`config.mk`:
```
export PLATFORM = sky130hd
export DESIGN_NAME = mipsCore
export DESIGN_NICKNAME = d
export VERILOG_FILES = /design/src/logic/mipsPkg.sv /design/src/logic/stageIfs.sv /design/src/logic/decodeStage.sv /design/src/logic/executeStage.sv /design/src/logic/mipsCore.sv /design/src/logic/resultStage.sv
export VERILOG_INCLUDE_DIRS = /design/src /design/src/logic
export SDC_FILE = /design/constraint.sdc
export NUM_CORES = 2
export LEC_CHECK = 0
export BUFFER_PORTS_ARGS = -buffer_cell sky130_fd_sc_hd__buf_2
export CAP_MARGIN = 20
export CORE_MARGIN = 2
export CORE_UTILIZATION = 30
export DETAILED_ROUTE_END_ITERATION = 16
export SYNTH_ARGS = -nofsm -noshare
export SYNTH_HDL_FRONTEND = slang
export SYNTH_SLANG_ARGS = --single-unit
```
`constraint.sdc`:
```
create_clock -name CLK -period 3.1 [get_ports CLK]
set_input_delay 0.155 -clock CLK [delete_from_list [all_inputs] [get_ports CLK]]
set_output_delay 0.155 -clock CLK [all_outputs]
set_load 0.05 [all_outputs]
```
`src/logic/mips_defines.svh`:
```
`ifndef MIPS_DEFINES_SVH
`define MIPS_DEFINES_SVH

// Datapath and register file sizes
`define MIPS_XLEN          32
`define MIPS_NUM_REGS      32
`define MIPS_REG_BITS      5
`define MIPS_ALU_OP_BITS   4

// Primary opcodes
`define MIPS_OP_SPECIAL    6'h00
`define MIPS_OP_ADDIU      6'h09
`define MIPS_OP_SLTI       6'h0A
`define MIPS_OP_SLTIU      6'h0B
`define MIPS_OP_ANDI       6'h0C
`define MIPS_OP_ORI        6'h0D
`define MIPS_OP_XORI       6'h0E
`define MIPS_OP_LUI        6'h0F

// Function field of SPECIAL
`define MIPS_FN_SLL        6'h00
`define MIPS_FN_SRL        6'h02
`define MIPS_FN_SRA        6'h03
`define MIPS_FN_ADDU       6'h21
`define MIPS_FN_SUBU       6'h23
`define MIPS_FN_AND        6'h24
`define MIPS_FN_OR         6'h25
`define MIPS_FN_XOR        6'h26
`define MIPS_FN_NOR        6'h27
`define MIPS_FN_SLT        6'h2A
`define MIPS_FN_SLTU       6'h2B

// ALU operation codes
`define MIPS_ALU_ADD       4'd0
`define MIPS_ALU_SUB       4'd1
`define MIPS_ALU_AND       4'd2
`define MIPS_ALU_OR        4'd3
`define MIPS_ALU_XOR       4'd4
`define MIPS_ALU_NOR       4'd5
`define MIPS_ALU_SLT       4'd6
`define MIPS_ALU_SLTU      4'd7
`define MIPS_ALU_SLL       4'd8
`define MIPS_ALU_SRL       4'd9
`define MIPS_ALU_SRA       4'd10
`define MIPS_ALU_PASSB     4'd11

`endif

```
`src/logic/mipsPkg.sv`:
```
`default_nettype none

`include "mips_defines.svh"

package mipsPkg;

    // ----------------------------------------------------------
    // Vector types shared by the pipeline stages
    // ----------------------------------------------------------

    // Data word, also used for the raw instruction word
    typedef logic [`MIPS_XLEN-1:0] word_t;

    // Architectural register number
    typedef logic [`MIPS_REG_BITS-1:0] regAddr_t;

    // Shift amount taken from the instruction
    typedef logic [4:0] shamt_t;

    // Operation select for the execute ALU
    typedef logic [`MIPS_ALU_OP_BITS-1:0] aluOp_t;

endpackage

`default_nettype wire

```
`src/logic/stageIfs.sv`:
```
`timescale 1ns/100ps
`default_nettype none

// ----------------------------------------------------------
// Decode to execute
// ----------------------------------------------------------
interface issueIf;
    import mipsPkg::*;

    logic     valid;
    aluOp_t   aluOp;
    word_t    operandA;
    word_t    operandB;
    shamt_t   shamt;
    regAddr_t destReg;

    modport decode (
        output valid,
        output aluOp,
        output operandA,
        output operandB,
        output shamt,
        output destReg
    );

    modport execute (
        input valid,
        input aluOp,
        input operandA,
        input operandB,
        input shamt,
        input destReg
    );
endinterface

// ----------------------------------------------------------
// Execute to result
// ----------------------------------------------------------
interface resultIf;
    import mipsPkg::*;

    logic     valid;
    regAddr_t destReg;
    word_t    value;

    modport execute (output valid, output destReg, output value);
    modport result (input valid, input destReg, input value);
endinterface

// ----------------------------------------------------------
// Register file read ports, data returns in the same cycle
// ----------------------------------------------------------
interface regReadIf;
    import mipsPkg::*;

    regAddr_t addrA;
    regAddr_t addrB;
    word_t    dataA;
    word_t    dataB;

    modport decode (output addrA, output addrB, input dataA, input dataB);
    modport result (input addrA, input addrB, output dataA, output dataB);
endinterface

`default_nettype wire

```
`src/logic/decodeStage.sv`:
```
`timescale 1ns/100ps
`default_nettype none

`include "mips_defines.svh"

module decodeStage (
    input  logic              CLK,
    input  logic              rstN,
    input  logic              instrValid,
    input  mipsPkg::word_t    instr,
    regReadIf.decode          rd,
    issueIf.decode            iss,
    input  logic              fwdValid,
    input  mipsPkg::regAddr_t fwdReg,
    input  mipsPkg::word_t    fwdValue
);
    import mipsPkg::*;

    logic [5:0]  opcode;
    logic [5:0]  funct;
    regAddr_t    rsField;
    regAddr_t    rtField;
    regAddr_t    rdField;
    shamt_t      shamtField;
    logic [15:0] imm;

    word_t       immSext;
    word_t       immZext;
    word_t       immExt;
    logic        isRType;
    logic        legal;
    logic        useImm;
    aluOp_t      aluOpNext;
    regAddr_t    destNext;
    word_t       srcA;
    word_t       srcB;

    // Instruction fields
    assign opcode     = instr[31:26];
    assign rsField    = instr[25:21];
    assign rtField    = instr[20:16];
    assign rdField    = instr[15:11];
    assign shamtField = instr[10:6];
    assign funct      = instr[5:0];
    assign imm        = instr[15:0];

    assign isRType = (opcode == `MIPS_OP_SPECIAL);
    assign immSext = {{16{imm[15]}}, imm};
    assign immZext = {16'h0000, imm};

    // ----------------------------------------------------------
    // Legality check and ALU operation select
    // ----------------------------------------------------------
    always_comb begin
        legal     = 1'b1;
        useImm    = !isRType;
        aluOpNext = `MIPS_ALU_ADD;
        immExt    = immSext;
        if (isRType) begin
            case (funct)
                `MIPS_FN_ADDU: aluOpNext = `MIPS_ALU_ADD;
                `MIPS_FN_SUBU: aluOpNext = `MIPS_ALU_SUB;
                `MIPS_FN_AND:  aluOpNext = `MIPS_ALU_AND;
                `MIPS_FN_OR:   aluOpNext = `MIPS_ALU_OR;
                `MIPS_FN_XOR:  aluOpNext = `MIPS_ALU_XOR;
                `MIPS_FN_NOR:  aluOpNext = `MIPS_ALU_NOR;
                `MIPS_FN_SLT:  aluOpNext = `MIPS_ALU_SLT;
                `MIPS_FN_SLTU: aluOpNext = `MIPS_ALU_SLTU;
                `MIPS_FN_SLL:  aluOpNext = `MIPS_ALU_SLL;
                `MIPS_FN_SRL:  aluOpNext = `MIPS_ALU_SRL;
                `MIPS_FN_SRA:  aluOpNext = `MIPS_ALU_SRA;
                default:       legal     = 1'b0;
            endcase
        end else begin
            case (opcode)
                `MIPS_OP_ADDIU: aluOpNext = `MIPS_ALU_ADD;
                `MIPS_OP_SLTI:  aluOpNext = `MIPS_ALU_SLT;
                // SLTIU compares unsigned against the sign extended immediate
                `MIPS_OP_SLTIU: aluOpNext = `MIPS_ALU_SLTU;
                `MIPS_OP_ANDI: begin
                    aluOpNext = `MIPS_ALU_AND;
                    immExt    = immZext;
                end
                `MIPS_OP_ORI: begin
                    aluOpNext = `MIPS_ALU_OR;
                    immExt    = immZext;
                end
                `MIPS_OP_XORI: begin
                    aluOpNext = `MIPS_ALU_XOR;
                    immExt    = immZext;
                end
                `MIPS_OP_LUI: begin
                    aluOpNext = `MIPS_ALU_PASSB;
                    immExt    = {imm, 16'h0000};
                end
                default: legal = 1'b0;
            endcase
        end
    end

    assign destNext = isRType ? rdField : rtField;

    // ----------------------------------------------------------
    // Source operands
    // ----------------------------------------------------------
    assign rd.addrA = rsField;
    assign rd.addrB = rtField;

    // Execute holds the newest value, register 0 is never forwarded
    function automatic word_t pickSource(input regAddr_t addr, input word_t fileData);
        word_t value;
        if (fwdValid && (fwdReg != '0) && (fwdReg == addr)) begin
            value = fwdValue;
        end else begin
            value = fileData;
        end
        return value;
    endfunction

    always_comb begin
        srcA = pickSource(rsField, rd.dataA);
        srcB = pickSource(rtField, rd.dataB);
    end

    // Decode/execute register
    always_ff @(posedge CLK or negedge rstN) begin
        if (!rstN) begin
            iss.valid    <= 1'b0;
            iss.aluOp    <= '0;
            iss.operandA <= '0;
            iss.operandB <= '0;
            iss.shamt    <= '0;
            iss.destReg  <= '0;
        end else begin
            iss.valid    <= instrValid && legal;
            iss.aluOp    <= aluOpNext;
            iss.operandA <= srcA;
            iss.operandB <= useImm ? immExt : srcB;
            iss.shamt    <= shamtField;
            iss.destReg  <= destNext;
        end
    end

    issueValidKnown: assert property (
        @(posedge CLK) disable iff (!rstN) !$isunknown(iss.valid)
    ) else $error("issue valid is unknown");

endmodule

`default_nettype wire

```
`src/logic/executeStage.sv`:
```
`timescale 1ns/100ps
`default_nettype none

`include "mips_defines.svh"

module executeStage (
    input  logic              CLK,
    input  logic              rstN,
    issueIf.execute           iss,
    resultIf.execute          res,
    output logic              fwdValid,
    output mipsPkg::regAddr_t fwdReg,
    output mipsPkg::word_t    fwdValue
);
    import mipsPkg::*;

    word_t aluOut;

    // ----------------------------------------------------------
    // ALU
    // ----------------------------------------------------------
    always_comb begin
        case (iss.aluOp)
            `MIPS_ALU_ADD:   aluOut = iss.operandA + iss.operandB;
            `MIPS_ALU_SUB:   aluOut = iss.operandA - iss.operandB;
            `MIPS_ALU_AND:   aluOut = iss.operandA & iss.operandB;
            `MIPS_ALU_OR:    aluOut = iss.operandA | iss.operandB;
            `MIPS_ALU_XOR:   aluOut = iss.operandA ^ iss.operandB;
            `MIPS_ALU_NOR:   aluOut = ~(iss.operandA | iss.operandB);
            `MIPS_ALU_SLT: begin
                aluOut = word_t'($signed(iss.operandA) < $signed(iss.operandB));
            end
            `MIPS_ALU_SLTU:  aluOut = word_t'(iss.operandA < iss.operandB);
            // Shifts act on operand B by the instruction shamt
            `MIPS_ALU_SLL:   aluOut = iss.operandB << iss.shamt;
            `MIPS_ALU_SRL:   aluOut = iss.operandB >> iss.shamt;
            `MIPS_ALU_SRA:   aluOut = word_t'($signed(iss.operandB) >>> iss.shamt);
            `MIPS_ALU_PASSB: aluOut = iss.operandB;
            default:         aluOut = '0;
        endcase
    end

    // Bypass to decode for the item now in execute
    assign fwdValid = iss.valid;
    assign fwdReg   = iss.destReg;
    assign fwdValue = aluOut;

    // Execute/result register
    always_ff @(posedge CLK or negedge rstN) begin
        if (!rstN) begin
            res.valid   <= 1'b0;
            res.destReg <= '0;
            res.value   <= '0;
        end else begin
            res.valid   <= iss.valid;
            res.destReg <= iss.destReg;
            res.value   <= aluOut;
        end
    end

    resultKnown: assert property (
        @(posedge CLK) disable iff (!rstN)
        res.valid |-> !$isunknown({res.destReg, res.value})
    ) else $error("valid result carries unknown bits");

endmodule

`default_nettype wire

```
`src/logic/mipsCore.sv`:
```
`timescale 1ns/100ps
`default_nettype none

module mipsCore (
    input  logic              CLK,
    input  logic              rstN,
    input  logic              instrValid,
    input  mipsPkg::word_t    instr,
    output logic              retireValid,
    output mipsPkg::regAddr_t retireReg,
    output mipsPkg::word_t    retireData
);
    import mipsPkg::*;

    // Stage to stage buses
    issueIf   issueBus ();
    resultIf  resultBus ();
    regReadIf regBus ();

    // Bypass from execute back to decode
    logic     fwdValid;
    regAddr_t fwdReg;
    word_t    fwdValue;

    decodeStage decode0 (
        .CLK        (CLK),
        .rstN       (rstN),
        .instrValid (instrValid),
        .instr      (instr),
        .rd         (regBus.decode),
        .iss        (issueBus.decode),
        .fwdValid   (fwdValid),
        .fwdReg     (fwdReg),
        .fwdValue   (fwdValue)
    );

    executeStage execute0 (
        .CLK      (CLK),
        .rstN     (rstN),
        .iss      (issueBus.execute),
        .res      (resultBus.execute),
        .fwdValid (fwdValid),
        .fwdReg   (fwdReg),
        .fwdValue (fwdValue)
    );

    resultStage result0 (
        .CLK         (CLK),
        .rstN        (rstN),
        .res         (resultBus.result),
        .rd          (regBus.result),
        .retireValid (retireValid),
        .retireReg   (retireReg),
        .retireData  (retireData)
    );

endmodule

`default_nettype wire

```
`src/logic/resultStage.sv`:
```
`timescale 1ns/100ps
`default_nettype none

`include "mips_defines.svh"

module resultStage (
    input  logic               CLK,
    input  logic               rstN,
    resultIf.result            res,
    regReadIf.result           rd,
    output logic               retireValid,
    output mipsPkg::regAddr_t  retireReg,
    output mipsPkg::word_t     retireData
);
    import mipsPkg::*;

    // Register 0 has no storage
    word_t regs [1:`MIPS_NUM_REGS-1];

    // ----------------------------------------------------------
    // Register file write
    // ----------------------------------------------------------
    always_ff @(posedge CLK or negedge rstN) begin
        if (!rstN) begin
            for (int i = 1; i < `MIPS_NUM_REGS; i++) begin
                regs[i] <= '0;
            end
        end else if (res.valid && (res.destReg != '0)) begin
            regs[res.destReg] <= res.value;
        end
    end

    // Read with write-through of the value being written this cycle
    function automatic word_t readReg(input regAddr_t addr);
        word_t value;
        if (addr == '0) begin
            value = '0;
        end else if (res.valid && (res.destReg == addr)) begin
            value = res.value;
        end else begin
            value = regs[addr];
        end
        return value;
    endfunction

    always_comb begin
        rd.dataA = readReg(rd.addrA);
        rd.dataB = readReg(rd.addrB);
    end

    // ----------------------------------------------------------
    // Retire port
    // ----------------------------------------------------------
    // A write to register 0 still retires with the computed value
    always_ff @(posedge CLK or negedge rstN) begin
        if (!rstN) begin
            retireValid <= 1'b0;
            retireReg   <= '0;
            retireData  <= '0;
        end else begin
            retireValid <= res.valid;
            retireReg   <= res.destReg;
            retireData  <= res.value;
        end
    end

endmodule

`default_nettype wire

```
# After elaboration in Yosys (flattened, before gate mapping)
# Index checks and enable logic that the tools add are counted.
[totals]
ff_bits = 1147
in_bits = 35
output_inout_bits = 38
wordCells = 136
[classes]
add_sub_neg = 2
magnitude_cmp = 6
eq_ne = 32
shifts = 3
mux = 25
n_bitwise = 7
reduce_logical = 18
[op_table]
columns = ["op", "n"]
rows = [
  ["992-bit bitwise mux", 1],
  ["32-bit 2-to-1 mux", 12],
  ["32-bit one-hot mux with 12 select lines", 1],
  ["32-bit binary-select mux with 5-bit select", 2],
  ["32-bit demux with 5-bit select", 1],
  ["32-bit less-than comparator", 2],
  ["32-bit one-hot mux with 2 select lines", 1],
  ["6-bit == test (second input constant)", 8],
  ["6-bit by 4-bit == test with 1-bit output (second input constant)", 7],
  ["4-bit one-hot mux with 10 select lines", 1],
  ["32-bit adder", 1],
  ["32-bit AND", 1],
  ["32-bit NOT", 1],
  ["32-bit OR", 1],
  ["32-bit by 5-bit left shift with 32-bit output", 1],
  ["32-bit by 5-bit >> shifter with 32-bit output", 1],
  ["32-bit by 5-bit >>> shifter with 32-bit output", 1],
  ["32-bit subtractor", 1],
  ["32-bit bitwise XOR", 1],
  ["4-bit one-hot mux with 6 select lines", 1],
  ["5-bit == test", 4],
  ["6-bit greater-or-equal comparator (second input constant)", 3],
  ["5-bit NOT with 6-bit output", 3],
  ["4-bit by 3-bit == test with 1-bit output (second input constant)", 4],
  ["16 further kinds", 33],
]

# Logic depth before layout (Yosys ltp)
[logic_depth]
ltp_word = 8
mapped_depth = 14

# Hierarchy
# A second synthesis with hierarchy kept.
[hier_totals]
cells_unflattened = 5553
hier_area_um2 = 68822.3
[modules_own_cells]
columns = ["module", "n_inst", "cells_each", "area_per_inst_um2", "seq_area_each_um2"]
rows = [
  ["resultStage", 1, 3804, 54770.0, 25774.7],
  ["executeStage", 1, 1401, 10158.5, 950.9],
  ["decodeStage", 1, 348, 3893.7, 1976.9],
]

# Least setup slack after synthesis
# Ideal clock, no wire load.
[synth_path]
path_type = "register to register"
startpoint = "reg decode0.iss.operandB[14]"
endpoint = "reg decode0.iss.operandA[28]"
setup_ns = 0.141
arrival_ns = 3.003
slack_ns = -0.044
path_stages_with_launch = 14
period_less_slack_ns = 3.144
cell_sequence = "dfrtp_1 > buf_1 > inv_1 > ha_1 > buf_4 > or3_1 > nor2_1 > a21boi_2 > a211oi_2 > a31oi_2 > a31oi_1 > a221o_1 > a211oi_2 > o22ai_1"
[synth_via]
elab_chain_cells = 3
[synth_lines]
columns = ["item", "line", "text"]
rows = [
  ["start: declaration", "stageIfs.sv:21", "output operandB,"],
  ["start signal: assignment", "decodeStage.sv:138", "iss.operandB <= useImm ? immExt : srcB;"],
  ["32-bit subtractor (tied with other cells)", "executeStage.sv:25", "`MIPS_ALU_SUB: aluOut = iss.operandA - iss.operandB;"],
  ["32-bit one-hot mux with 12 select lines (*)", "executeStage.sv:23", "case (iss.aluOp)"],
  ["32-bit 2-to-1 mux (*)", "decodeStage.sv:112", "if (fwdValid && (fwdReg != '0) && (fwdReg == addr)) begin"],
  ["named net decode0.srcA[28]", "decodeStage.sv:35", "word_t srcA;"],
  ["end signal: assignment", "decodeStage.sv:137", "iss.operandA <= srcA;"],
  ["end: declaration", "stageIfs.sv:20", "output operandA,"],
]
# The timed path passes the listed nets; every way through them passes the cells marked *.
# A chain may end at the register's enable or synchronous reset.

# Worst setup path in the final report
[layout_path]
startpoint = "reg decode0.iss.operandB[0]"
endpoint = "reg decode0.iss.operandB[0]"
[layout_via]
elab_chain_cells = 5
[layout_lines]
columns = ["item", "line", "text"]
rows = [
  ["branches (longest 2 deep; another with 32-bit subtractor)", "--", ""],
  ["32-bit one-hot mux with 12 select lines (*)", "executeStage.sv:23", ""],
  ["named net decode0.fwdValue[0]", "decodeStage.sv:15", "input mipsPkg::word_t fwdValue"],
  ["32-bit 2-to-1 mux (*)", "decodeStage.sv:112", ""],
  ["32-bit 2-to-1 mux (*)", "decodeStage.sv:138", ""],
]
# Mark *: on every way through the listed nets, which the timed path passes.

==> Flow_metrics.wiki <==
{| class="wikitable"
! Metric !! Value
|-
| Row count || between 150 and 200
|-
| Count of routing violations after the opening detailed-route iteration || roughly 5200
|-
| Crit path kind || reg -> reg
|-
| Leak pwr || 37.4 nW
|-
| Flip-flop cell with the highest count after synthesis || sky130_fd_sc_hd__dfrtp_1
|-
| Clock root buffer master || sky130_fd_sc_hd__clkbuf_16
|-
| Vias || 50600
|-
| Post-synth ARST share || 100%
|-
| Layout cells sized above 1 || 49.8%
|-
| Flop-to-flop setup slack || -0.26 ns
|-
| Reg-to-Reg End || decode0.iss.operandB[0]$_DFF_PN0_
|-
| CTS Sinks || about 1100
|-
| Final clock skew || 0.0477 ns
|-
| Worst-case reg-to-reg path depth || 14
|-
| Residual DRC count || 0
|-
| Unrepaired setup endpoints after global routing || yes
|-
| Class of the most critical hold timing path || in -> reg
|-
| Syn nets || 5330
|-
| Synthesized area divided by synthesized cell count || 13.2 um^2
|-
| Number of setup violations in the final report || 25
|-
| Pre-Repair DR Iteration Count || 7
|-
| Area enclosed by the die boundary || approximately 230000 um^2
|-
| TritonCTS clock tree || yes
|-
| Residual overflow from global routing || 0
|-
| Number of enable flip-flop cells after synthesis || 0
|-
| Dpl cell area || roughly 77000 um^2
|-
| Power density of the placed cells || 488 nW/um^2
|-
| Width of the die || 482 um
|-
| Final Max Tran Viols || 0
|-
| Aggregate global-route resource usage || 21.5%
|-
| Biggest fanout along the worst timing path || 2
|-
| # port buffers || 72
|-
| TritonCTS Buffers || 130
|-
| Setup crit start kind || flip-flop
|-
| Placeable core area || 227000 um^2
|-
| Pin count of the biggest net entering global routing || roughly 120
|-
| Final WS setup || -0.262 ns
|-
| Most frequent standard cell in the layout excluding fill and tap cells || sky130_fd_sc_hd__dfrtp_1
|-
| Maximum achievable frequency || around 300 MHz
|-
| Wire length per cell after detailed routing || around 29 um
|-
| Number of hold-slack violations in the final timing report || 0
|-
| Least-Margin Pin Slew || around 1.1 ns
|-
| Initial antenna violation count || 16
|-
| Post-DRT Antenna Nets || 0
|-
| Bufs on Longest Clock Path || 3
|-
| Area Growth Syn to Fin || 21.5%
|-
| Arrival time at the worst endpoint || 4.00 ns
|-
| Effective utilization at floorplan || 30.1%
|-
| Clock period minus final worst setup slack || 3.36 ns
|-
| Library cells used by synthesis || 101
|-
| Number of global-route vias before repair || 51400
|-
| Post-Layout Inst Area || about 83000 um^2
|-
| Crit Reg-Reg Startpoint || decode0.iss.operandB[0]$_DFF_PN0_
|-
| Dominant cells by area after synthesis || sky130_fd_sc_hd__dfrtp_1, sky130_fd_sc_hd__mux4_2, sky130_fd_sc_hd__mux2_2, sky130_fd_sc_hd__mux2i_1, sky130_fd_sc_hd__ha_1
|-
| Beginning of the critical path || decode0.iss.operandB[0]$_DFF_PN0_
|-
| Clock latency at the later pin of the worst-skew pair || between 0.7 and 0.8 ns
|-
| Depth of the CTS H-tree || 4
|-
| Top-area cell type share of the netlist area || 41.9%
|-
| Clock slew at reported path FFs || 0.06 ns
|-
| Violations in the final reports || setup timing
|-
| Total negative slack || -2.10 ns
|-
| Final worst path period share || 108%
|-
| Vertical die dimension || 482 um
|-
| Total wire length after detailed routing || 253000 um
|-
| Max-cap violations || 0
|-
| Termination of the worst setup path || decode0.iss.operandB[0]$_DFF_PN0_
|-
| Part of the Yosys area used for sequential elements || 41.9%
|-
| Count of boundary I/O pins || 73
|-
| Kind of end point of the critical path || flip-flop
|-
| Maximum VDD drop || about 0.48 mV
|-
| Syn Std Cell Area || 68500 um^2
|-
| Commonest cells after routing, fill and taps aside || sky130_fd_sc_hd__dfrtp_1, sky130_fd_sc_hd__mux2_2, sky130_fd_sc_hd__buf_4
|-
| Final RePlAce weighted congestion || between 0.9 and 1
|-
| Layout Nets || 5795
|-
| Wire length of the first global-routing pass || 368000 um
|-
| Ratio of routed vias to standard cells || 5.76
|-
| Max-slew headroom at the worst pin || between 20 and 30%
|-
| HPWL Detailed || 172000 um
|-
| Synth Warn # || 0
|-
| Required arrival time at the worst endpoint || around 3.7 ns
|-
| Dominant cell type by area after synthesis || sky130_fd_sc_hd__dfrtp_1
|-
| Gate count after technology mapping || 5190
|-
| Number of storage elements in the synthesis netlist || between 1000 and 1500
|-
| Total power draw || around 41 mW
|-
| Status || complete, but fails checks
|}
registers in the layout (all words and copies together) (netlist names):
| register | flops |
|---|---|
| execute0.res.valid | 1 |
| decode0.iss.destReg | 5 |
| execute0.res.destReg | 5 |
| decode0.iss.valid | 1 |
| decode0.iss.aluOp | 4 |
| result0.retireReg | 5 |
| result0.regs | 992 |
| result0.retireValid | 1 |
| decode0.iss.operandB | 32 |
| decode0.iss.operandA | 32 |
| result0.retireData | 32 |
| execute0.res.value | 32 |
| decode0.iss.shamt | 5 |
worst min-delay path by stage:
stage                   start                                to  slack (ns)  cells past startpoint
floorplan                rstN    decode0.iss.aluOp[0]$_DFF_PN0_       -0.14                      0
global placement         rstN     result0.regs[164]$_DFFE_PN0P_        0.07                      1
detailed placement       rstN     result0.regs[164]$_DFFE_PN0P_        0.08                      1
CTS                 instr[31]    decode0.iss.aluOp[1]$_DFF_PN0_        0.01                      5
global route        instr[20]  decode0.iss.destReg[4]$_DFF_PN0_        0.07                      4
finish              instr[20]  decode0.iss.destReg[4]$_DFF_PN0_        0.05                      4
worst max-delay path: stages (launching register included):
cell and delay, ns:
sky130_fd_sc_hd__dfrtp_1 0.42, sky130_fd_sc_hd__ha_4 0.19, sky130_fd_sc_hd__fa_2 0.37, sky130_fd_sc_hd__nor2_4 0.17, sky130_fd_sc_hd__o311ai_4 0.15, sky130_fd_sc_hd__a211oi_4 0.30, sky130_fd_sc_hd__buf_4 0.17, sky130_fd_sc_hd__a211oi_4 0.07
sky130_fd_sc_hd__a31oi_4 0.24, sky130_fd_sc_hd__a31oi_2 0.13, sky130_fd_sc_hd__o2111ai_1 0.22, sky130_fd_sc_hd__buf_4 0.18, sky130_fd_sc_hd__nand3_4 0.06, sky130_fd_sc_hd__a222oi_1 0.45, sky130_fd_sc_hd__inv_1 0.11
what timing repair did:
| item | 4_1_cts | 5_1_grt |
|---|---|---|
| buffers inserted | 26 | 13 |
| hold endpoints to repair | 808 | 0 |
| hold buffers | 35 | 0 |
| cloned | 1 | 0 |
| resized for setup | 102 | 69 |
| endpoints found under the setup margin | 72 | 76 |
| pin swaps | 52 | 49 |
cell families (layout without fill, tap and decap cells):
| kind of cell | Yosys count | after routing | synth area share (%) |
|---|---|---|---|
| mux | 1815 | 1815 | 39.5 |
| flops | 1147 | 1147 | 41.9 |
| compound gates | 797 | 797 | 7.96 |
| buf+inv | 655 | 1218 | 4.06 |
| simple gates | 643 | 643 | 4.25 |
| fa+ha+maj | 105 | 105 | 1.94 |
| xor+xnor | 28 | 28 | 0.358 |
| other cells | 0 | 11 | 0 |
Yosys cell counts, drive strengths merged (23+ instances only):
cell type and count:
mux4 607, o22ai 26, dfrtp 1147, nand3 31, buf 224, nor2 220
ha 103, a211oi 33, o211ai 23, inv 126, clkbuf 304, a21oi 214
mux2i 165, o21ai 186, a221oi 40, a22o 39, nor3 43, nand2 232
mux2 1043, a22oi 26
per-stage QoR:
stage | utilization, % | hold slack (ns) | cells | setup WS [ns]
after floorplan | - | -0.141 | 5190 | 0.0461
after global placement | 34.0 | 0.0703 | 8462 | -0.602
after detailed placement | 34.0 | 0.0786 | 8465 | -0.581
after CTS | 36.4 | 0.0101 | 8757 | -0.290
after global routing | 36.6 | 0.0654 | 8769 | -0.340
final | 36.6 | 0.0538 | 8773 | -0.262
cell type report:
class / instances / area (um^2)
fill: 21700 / 144000
multi-input combinational: 3388 / 38000
sequential: 1147 / 28700
timing repair buffer: 861 / 7830
tap: 3009 / 3760
clock buffer: 180 / 3700
clock inverter: 50 / 707
inverter: 127 / 479
antenna: 11 / 27.5
power breakdown:
group	total [mW]	leakage (nW)	internal, mW	switching (mW)
clock network	16.0	2.16	9.15	6.83
logic	7.86	19.7	3.47	4.39
registers	16.8	15.5	15.9	0.849
per-layer routing:
| metal | up-vias | part of all wire [%] | global-route usage [%] |
|---|---|---|---|
| met1 | 26900 | 41 | 28.4 |
| met4 | 8 | 4.8 | 9.75 |
| met5 | - | 0.024 | 0 |
| met2 | 2266 | 47 | 34.1 |
| met3 | 549 | 7.8 | 4.51 |
| li1 | 20900 | - | - |
Power figures use the tool's default switching activity.
